$ cat config.mk
export PLATFORM = sky130hd
export DESIGN_NAME = servo_hle
export DESIGN_NICKNAME = d
export VERILOG_FILES = /design/src/hdl/servo_hle_pkg.sv /design/src/hdl/servo_hle.sv /design/src/hdl/servo_reply_rom.sv /design/src/hdl/servo_seq_exec.sv /design/src/hdl/servo_cmd_decode.sv
export VERILOG_INCLUDE_DIRS = /design/src /design/src/hdl
export SDC_FILE = /design/constraint.sdc
export NUM_CORES = 1
export LEC_CHECK = 0
export ABC_AREA = 1
export BUFFER_PORTS_ARGS = -buffer_cell sky130_fd_sc_hd__buf_4
export CORE_UTILIZATION = 61
export CTS_BUF_LIST = sky130_fd_sc_hd__clkbuf_4
export CTS_CLUSTER_DIAMETER = 150
export DETAILED_ROUTE_END_ITERATION = 8
export PLACE_DENSITY = 0.8
export SLEW_MARGIN = 10
export SYNTH_ARGS = -nofsm -noshare
export SYNTH_HDL_FRONTEND = slang
export SYNTH_SLANG_ARGS = --single-unit
$ cat constraint.sdc
create_clock -name clk -period 2.6 [get_ports clk]
set_input_delay 0.39 -clock clk [delete_from_list [all_inputs] [get_ports clk]]
set_output_delay 0.39 -clock clk [all_outputs]
set_load 0.05 [all_outputs]
$ cat src/hdl/servo_hle_defines.svh
`ifndef SERVO_HLE_DEFINES_SVH
`define SERVO_HLE_DEFINES_SVH

// Hold-off lengths in clock cycles
`define SERVO_BYTE_GAP      15'd80
`define SERVO_FRAME_GAP     15'h2ff
`define SERVO_LONG_GAP      15'hfff

// Request codes sent by the host
`define SERVO_REQ_RELEASE   8'hdd
`define SERVO_REQ_B0        8'hb0
`define SERVO_POLL          8'haa

// Reply when no byte is taken
`define SERVO_IDLE_BYTE     8'hff

// Frame lengths in bytes
`define SERVO_POLL_LEN      3'd5
`define SERVO_HEAD_LEN      3'd3

`endif
$ cat src/hdl/servo_hle_pkg.sv
`include "servo_hle_defines.svh"

package servo_hle_pkg;

    typedef logic [7:0]  spi_byte_t;
    typedef logic [14:0] holdoff_t;
    typedef logic [2:0]  frame_idx_t;

    typedef enum logic [2:0] {
        scr_idle,
        scr_release,
        scr_ident0,
        scr_ident1,
        scr_ident2,
        scr_ident3,
        scr_b0_head,
        scr_b0_body
    } script_e;

    typedef enum logic [2:0] {
        op_none,
        op_release_req,
        op_b0_req,
        op_poll,
        op_data
    } opcode_e;

    // Number of byte slots in the frame of a script, idle has none
    function automatic frame_idx_t frame_len(script_e script);
        case (script)
            scr_idle:    frame_len = 3'd0;
            scr_b0_head: frame_len = `SERVO_HEAD_LEN;
            default:     frame_len = `SERVO_POLL_LEN;
        endcase
    endfunction

endpackage

$ cat src/hdl/servo_hle.sv
`timescale 1ns/1ps

module servo_hle (
    input  logic                     clk,
    input  logic                     rst,
    input  logic                     write,
    input  servo_hle_pkg::spi_byte_t mosi,
    output servo_hle_pkg::spi_byte_t miso,
    output logic                     mode_fault
);

    import servo_hle_pkg::*;

    opcode_e    opcode;
    script_e    script;
    frame_idx_t frame_idx;

    servo_cmd_decode i_decode (
        .write     (write),
        .mosi      (mosi),
        .script    (script),
        .frame_idx (frame_idx),
        .opcode    (opcode)
    );

    servo_seq_exec i_exec (
        .clk        (clk),
        .rst        (rst),
        .opcode     (opcode),
        .script     (script),
        .frame_idx  (frame_idx),
        .mode_fault (mode_fault)
    );

    // Reply follows the byte in the same cycle
    servo_reply_rom i_reply (
        .opcode    (opcode),
        .script    (script),
        .frame_idx (frame_idx),
        .miso      (miso)
    );

endmodule

$ cat src/hdl/servo_reply_rom.sv
`timescale 1ns/1ps

`include "servo_hle_defines.svh"

module servo_reply_rom (
    input  servo_hle_pkg::opcode_e    opcode,
    input  servo_hle_pkg::script_e    script,
    input  servo_hle_pkg::frame_idx_t frame_idx,
    output servo_hle_pkg::spi_byte_t  miso
);

    import servo_hle_pkg::*;

    spi_byte_t table_byte;

    // Reply tables, one row per script
    always_comb begin
        table_byte = `SERVO_IDLE_BYTE;

        case (script)
            scr_release: begin
                case (frame_idx)
                    3'd0:    table_byte = 8'hbb;
                    3'd1:    table_byte = 8'ha3;
                    3'd2:    table_byte = 8'h41;
                    3'd3:    table_byte = 8'h00;
                    3'd4:    table_byte = 8'h00;
                    default: table_byte = `SERVO_IDLE_BYTE;
                endcase
            end

            scr_ident0: begin
                case (frame_idx)
                    3'd0:    table_byte = 8'hab;
                    3'd1:    table_byte = 8'haa;
                    3'd2:    table_byte = 8'h02;
                    3'd3:    table_byte = 8'h00;
                    3'd4:    table_byte = 8'h00;
                    default: table_byte = `SERVO_IDLE_BYTE;
                endcase
            end

            // ident1 to ident3 differ in the last byte only
            scr_ident1,
            scr_ident2,
            scr_ident3: begin
                case (frame_idx)
                    3'd0:    table_byte = 8'hab;
                    3'd1:    table_byte = 8'hb0;
                    3'd2:    table_byte = 8'h00;
                    3'd3:    table_byte = 8'h00;
                    3'd4: begin
                        if (script == scr_ident1) begin
                            table_byte = 8'h02;
                        end else if (script == scr_ident2) begin
                            table_byte = 8'h11;
                        end else begin
                            table_byte = 8'h0b;
                        end
                    end
                    default: table_byte = `SERVO_IDLE_BYTE;
                endcase
            end

            scr_b0_head: begin
                case (frame_idx)
                    3'd0:    table_byte = 8'h61;
                    3'd1:    table_byte = 8'h01;
                    3'd2:    table_byte = 8'h01;
                    default: table_byte = `SERVO_IDLE_BYTE;
                endcase
            end

            scr_b0_body: begin
                case (frame_idx)
                    3'd0:    table_byte = 8'h03;
                    3'd1:    table_byte = 8'hb0;
                    3'd2:    table_byte = 8'h00;
                    3'd3:    table_byte = 8'h00;
                    3'd4:    table_byte = 8'h0b;
                    default: table_byte = `SERVO_IDLE_BYTE;
                endcase
            end

            default: table_byte = `SERVO_IDLE_BYTE;
        endcase
    end

    // Start requests have fixed answers, rejected cycles read as idle line
    always_comb begin
        case (opcode)
            op_none:        miso = `SERVO_IDLE_BYTE;
            op_release_req: miso = 8'hee;
            op_b0_req:      miso = 8'h55;
            default:        miso = table_byte;
        endcase
    end

endmodule

$ cat src/hdl/servo_seq_exec.sv
`timescale 1ns/1ps

`include "servo_hle_defines.svh"

module servo_seq_exec (
    input  logic                      clk,
    input  logic                      rst,
    input  servo_hle_pkg::opcode_e    opcode,
    output servo_hle_pkg::script_e    script,
    output servo_hle_pkg::frame_idx_t frame_idx,
    output logic                      mode_fault
);

    import servo_hle_pkg::*;

    holdoff_t holdoff;
    logic     gap_slot;
    logic     gap_done;
    script_e  script_next;
    holdoff_t gap_len;

    assign gap_slot = (script != scr_idle) && (frame_idx == frame_len(script));
    assign gap_done = gap_slot && (holdoff == '0);

    // Order in which the scripts follow each other
    always_comb begin
        case (script)
            scr_release: script_next = scr_ident0;
            scr_ident0:  script_next = scr_ident1;
            scr_ident1:  script_next = scr_ident2;
            scr_ident2:  script_next = scr_ident3;
            scr_ident3:  script_next = scr_idle;
            scr_b0_head: script_next = scr_b0_body;
            scr_b0_body: script_next = scr_idle;
            default:     script_next = scr_idle;
        endcase
    end

    // The servo takes longer after the second ident frame
    always_comb begin
        if (script == scr_ident1) begin
            gap_len = `SERVO_LONG_GAP;
        end else begin
            gap_len = `SERVO_FRAME_GAP;
        end
    end

    // Script position
    always_ff @(posedge clk) begin
        if (rst) begin
            script    <= scr_idle;
            frame_idx <= '0;
        end else begin
            case (opcode)
                op_release_req: begin
                    script    <= scr_release;
                    frame_idx <= '0;
                end

                op_b0_req: begin
                    script    <= scr_b0_head;
                    frame_idx <= '0;
                end

                // Last byte of a frame lands on the gap slot
                op_poll,
                op_data: begin
                    frame_idx <= frame_idx + 3'd1;
                end

                default: begin
                    if (gap_done) begin
                        script    <= script_next;
                        frame_idx <= '0;
                    end
                end
            endcase
        end
    end

    // Hold-off counter
    always_ff @(posedge clk) begin
        if (rst) begin
            holdoff <= '0;
        end else begin
            case (opcode)
                op_release_req: begin
                    holdoff <= `SERVO_FRAME_GAP;
                end

                op_b0_req,
                op_poll,
                op_data: begin
                    holdoff <= `SERVO_BYTE_GAP;
                end

                default: begin
                    if (gap_done) begin
                        holdoff <= gap_len;
                    end else if (holdoff != '0) begin
                        holdoff <= holdoff - 15'd1;
                    end
                end
            endcase
        end
    end

    // Pulse one cycle after the counter sat at one
    always_ff @(posedge clk) begin
        if (rst) begin
            mode_fault <= 1'b0;
        end else begin
            mode_fault <= (holdoff == 15'd1);
        end
    end

endmodule

$ cat src/hdl/servo_cmd_decode.sv
`timescale 1ns/1ps

`include "servo_hle_defines.svh"

module servo_cmd_decode (
    input  logic                     write,
    input  servo_hle_pkg::spi_byte_t  mosi,
    input  servo_hle_pkg::script_e    script,
    input  servo_hle_pkg::frame_idx_t frame_idx,
    output servo_hle_pkg::opcode_e    opcode
);

    import servo_hle_pkg::*;

    logic in_frame;

    // Gap slot sits at frame_idx == frame length and takes nothing
    assign in_frame = frame_idx < frame_len(script);

    always_comb begin
        opcode = op_none;

        if (write) begin
            case (script)
                // Only the two start requests open a script
                scr_idle: begin
                    if (mosi == `SERVO_REQ_RELEASE) begin
                        opcode = op_release_req;
                    end else if (mosi == `SERVO_REQ_B0) begin
                        opcode = op_b0_req;
                    end
                end

                // Header frame answers whatever the host clocks in
                scr_b0_head: begin
                    if (in_frame) begin
                        opcode = op_data;
                    end
                end

                // Release, ident and B0 body frames are polled
                scr_release,
                scr_ident0,
                scr_ident1,
                scr_ident2,
                scr_ident3,
                scr_b0_body: begin
                    if (in_frame && mosi == `SERVO_POLL) begin
                        opcode = op_poll;
                    end
                end

                default: begin
                    opcode = op_none;
                end
            endcase
        end
    end

endmodule

**Word-level counts from Yosys, hierarchy flattened**

Cells that the tools add are included.

- Input bits: 11
- Bits in registers: 22

- Order comparisons: 1
- Bitwise gates (word level): 1
- Reductions and logical operators: 21
- Muxes and demuxes: 25
- Add/subtract/negate cells: 2
- Equal/unequal tests: 20

Operators by type and width:

| kind | count |
|---|---|
| case mux 8 bit (4 select lines) | 4 |
| case mux 8 bit (5 select lines) | 1 |
| 2-to-1 mux 15 bit | 2 |
| case mux 15 bit (2 select lines) | 1 |
| == test 8 bit (second input constant) | 3 |
| case mux 8 bit (3 select lines) | 1 |
| == test 3 x 2 -> 1 bit (second input constant) | 6 |
| == test 3 bit (second input constant) | 6 |
| case mux 3 bit (3 select lines) | 2 |
| case mux 8 bit (2 select lines) | 1 |
| == test 15 x 1 -> 1 bit (second input constant) | 1 |
| zero test 15 bit | 1 |
| 2-to-1 mux 3 bit | 5 |
| case mux 3 bit (5 select lines) | 1 |
| nonzero test 15 bit | 1 |
| subtractor 15 x 1 -> 15 bit (second input constant) | 1 |
| 2-to-1 mux 12 bit | 1 |
| case mux 3 bit (2 select lines) | 2 |
| OR reduction 2 bit | 5 |
| == test 3 x 1 -> 1 bit (second input constant) | 3 |
| zero test 3 bit | 3 |
| nonzero test 3 bit | 3 |
| 2-to-1 mux 8 bit | 1 |
| OR reduction 3 bit | 2 |
| other kinds (10) | 13 |

**Longest topological paths before layout**

- Depth after elaboration: 11
- Depth in mapped cells: 18

**Cells and area by module**

Synthesis repeated with hierarchy kept, for this count alone.

- Cell total of the unflattened synthesis: 346
- Area, all modules: 2063.2 um2

By module, submodules not included:

| module | times used | area an instance (um2) | cells each |
|---|---|---|---|
| servo_seq_exec | 1 | 1427.6 | 211 |
| servo_reply_rom | 1 | 445.4 | 95 |
| servo_cmd_decode | 1 | 190.2 | 40 |

**Worst setup path before layout**

OpenSTA, ideal clock, no wires.

- Kind: register to output
- Start: register i_exec.script[2]
- End: output port miso[0]
- Path buffers: 0
- Arrival time: 2.292 ns
- Cell stages (with the launch flop): 17
- Path slack: -0.082 ns
- Cells stage by stage: dfxtp_1 -> inv_2 -> nor2_2 -> inv_1 -> nand2_1 -> ha_1 -> nand2_1 -> nor2_1 -> nor2_1 -> nand3_1 -> nand2_2 -> nand3_2 -> nand2_2 -> nand2_2 -> inv_2 -> o21ai_0 -> nand2_1

- Cells in the longest elaborated chain, start to end: 9

Ends and longest elaborated chain:

| item | RTL line | source |
|---|---|---|
| start, declared | servo_seq_exec.sv:9 | `output servo_hle_pkg::script_e script,` |
| start signal, assigned | servo_seq_exec.sv:51 | `script <= scr_idle;` |
| start signal, assigned | servo_seq_exec.sv:56 | `script <= scr_release;` |
| start signal, assigned | servo_seq_exec.sv:61 | `script <= scr_b0_head;` |
| == test 3 bit or zero test 3 bit (tied branches) | servo_hle_pkg.sv:30, servo_reply_rom.sv:20, servo_cmd_decode.sv:24 |  |
| case mux 3 bit (2 select lines) | servo_hle_pkg.sv:30 | `case (script)` |
| less-than comparator 3 bit | servo_cmd_decode.sv:18 | `assign in_frame = frame_idx < frame_len(script);` |
| logical AND 1 bit (no source line) | -- |  |
| 2-to-1 mux 2 bit | servo_cmd_decode.sv:48 | `` if (in_frame && mosi == `SERVO_POLL) begin `` |
| case mux 3 bit (3 select lines) | servo_cmd_decode.sv:24 | `case (script)` |
| 2-to-1 mux 3 bit | servo_cmd_decode.sv:23 | `if (write) begin` |
| == test 3 x 2 -> 1 bit, or another cell as far along | servo_reply_rom.sv:91 | `case (opcode)` |
| case mux 8 bit (3 select lines) * | servo_reply_rom.sv:91 |  |
| end, declared | servo_hle.sv:8 | `output servo_hle_pkg::spi_byte_t miso,` |

Every way passes the cells marked *; elsewhere a longest branch is shown, timed or not.

**Worst setup path after layout**

- Start: register i_exec.script[0]
- End: output port miso[4]

Same word-level chain as after synthesis.

==> run_results.csv <==
group,metric,value,unit
floorplanning,die_h,58.71,µm
floorplanning,die_area,3447,µm²
final_layout,multi_input_area,1521,µm²
timing,fmax,0.3638,GHz
cts,cts.htree.levels,1,
drt,drc_errors,0,
pwr,powerDensity,1356,nW/µm²
synth,synth_edf_count,0,
global_routing,grt_pass1_wl,8.783,mm
global_routing,antenna_found_initial,0,
placement,routabilityCongestion,0.8940,
setup_path,path_class,"register to primary output",
global_routing,grt_max_degree,12,
timing,slew_headroom,62.19,%
cts,tritoncts.num_buffers,3,
final_layout,drive_gt1_share,35.54,%
floorplanning,io_pins,20,
synth,ys_types,36,
drt,wl_per_cell,15.39,µm
floorplanning,die_w,58.71,µm
timing,drv_slew,0,
synth,syn_inst,312,
synth,seq_area_frac_synth,22.45,%
synth,yosysTopAreaCell,"dfxtp_1",
synth,synth_area_per_cell,6.288,µm²
synth,ys.warnings.count,0,
timing,tns,-1.576,ns
floorplanning,core,3053,µm²
drt,via_count,2419,
final_layout,regArea,450.4,µm²
synth,syn_nets,334,
global_routing,grt_overflow,0,
cts,clockRootBuffer,"clkbuf_4",
timing,setup_slack,-0.1491,ns
final_layout,final_nets,387,
global_routing,grt_use_total,32.84,%
pwr,p_leak,0.001244,µW
floorplanning,fp-row-count,20,
pwr,peakVddDrop,843.9,µV
placement,pre_cts_slack,-0.04100,ns
timing,setup_violations,20,
drt,firstDrtPassIters,5,
global_routing,grt_pass1_vias,1990,
drt,drtIter0Drc,315,
run,maxCapViolations,0,
drt,wl,6.264,mm
synth,synth_common_cells,"72 x nand2_1, 43 x nor2_1, 35 x inv_1, 23 x o21ai_0",
cts,clk_pin_slew_worst_paths,0.12,ns
synth,dominantRegCellSynth,"dfxtp_1",
timing,hold_viol_final,0,
synth,synth_area_leaders,"dfxtp_1 22%, nand2_1 14%, nor2_1 8.2%, ha_1 7.0%, inv_1 6.7%",
final_layout,num_antenna_cells,0,
cts,clockBufferDepth,2,
timing,clock_skew,0.01224,ns
setup_path,worstSetupStartpointType,"register",
synth,synth_area,1962,µm²
final_layout,syn_to_final_growth,33.86,%
setup_path,r2r_setup_slack,-0.12,ns
pwr,power,3561,µW
final_layout,fillers,184,
cts,tritoncts,"built",
cts,insertion_delay,0.32,ns
worst_hold_path,hold_path_class,"primary input to register",
placement,port_buffers,19,
setup_path,cp-end-kind,"primary output",
timing,worstMarginPinSlew,0.5651,ns
cts,cts.sink_count,22,
timing,finalCritPeriodShare,105.7,%
timing,fin_crit,2.749,ns
timing,whs,0.2860,ns
placement,dp_hpwl,3.883,mm
final_layout,final_area,2626,µm²
drt,via_per_inst,5.943,
status,outcome,"complete, but fails checks",
drt,ant_nets,0,
synth,synth_most_common_cell,"nand2_1",
setup_path,critPathRequiredTime,2.21,ns
setup_path,path_max_fanout,5,
floorplanning,initial_utilization,64.26,%
setup_path,arrival,2.36,ns
synth,synthArstFlopShare,0,%
cts,holdBufCountCts,0,
status,violations,"negative setup slack",
placement,placed_area,2258,µm²
timing,grt_setup_unrepaired,"yes",
synth,synth_seq_cells,22,
synth,synth_top_area_share,22.45,%
## metal layers
layer	track usage, %	routed length, µm
met1	45.75	2602
met2	52.87	2844
met3	5.055	596
met4	8.844	221
met5	0	0
## logic make-up (layout without fill, tap and decap cells)
group	Yosys count	after routing	synth area share, %
adder cells (fa/ha/maj)	11	11	7.015
XOR/XNOR	7	7	3.125
AND/OR/NAND/NOR	173	173	42.86
flip-flops	22	22	22.45
buffers and inverters	43	94	8.482
AO/OA/AOI/OAI	56	56	16.07
## state kept, by name (all words and copies together) (netlist names)
signal / count
i_exec.mode_fault: 1
i_exec.frame_idx: 3
i_exec.holdoff: 15
i_exec.script: 3
## cells in the final DEF, fill, tap and decap left out, drive strengths merged, types with 4 or more instances in the layout
cell type  netlist  routed
dfxtp           22      22
nand3           21      21
nor2            51      51
ha              11      11
inv             42      42
xor2             4       4
nand2           84      84
o21ai           25      25
a21oi           23      23
nor3             8       8
buf              0      49
## where the power goes
part           total (µW)  switching (µW)  internal [µW]
logic                2840            1750           1080
clock network         156             102           54.3
registers             567             106            461
total                3560            1960           1600
## repair_timing
action	4_1_cts	5_1_grt
pin swaps	10	16
endpoints found under the setup margin	8	22
endpoints found under the hold margin	0	0
setup buffers	14	3
resized for setup	23	40
gates cloned	0	0
## worst max-delay path, stage by stage (launching register included)
cell     delay, ns
dfxtp_2       0.35
buf_6         0.12
nor2_4        0.16
nand2_4       0.09
nand2_4       0.09
ha_4          0.20
nand2_2       0.06
nand2_2       0.07
nor2_4        0.15
nand3_2       0.09
nand2_2       0.09
nand3_2       0.07
nand2_2       0.10
nand2_4       0.06
inv_4         0.09
nand2_2       0.06
nand2_2       0.07
buf_8         0.14
## through the flow
stage	std cells	util, %
floorplan	312	-
global placement	387	73.98
detailed placement	387	73.98
CTS	404	80.86
global route	407	86.02
finish	407	86.02
## layout make-up
type	count	share of cell area, %
Inverter	42	6.384
Timing Repair Buffer	49	15.58
Sequential cell	22	17.15
Multi-Input combinational cell	247	57.93
Clock buffer	3	0.8576
Tap cell	44	2.096
## final timing paths
check	from	endpoint	depth (start not counted)
max	i_exec.script[0]	miso[4]	17
min	rst	i_exec.frame_idx[1]	2
max reg2reg	i_exec.script[0]	i_exec.script[1]	19
min reg2reg	i_exec.holdoff[3]	i_exec.mode_fault	3
Power figures use the tool's default switching activity.
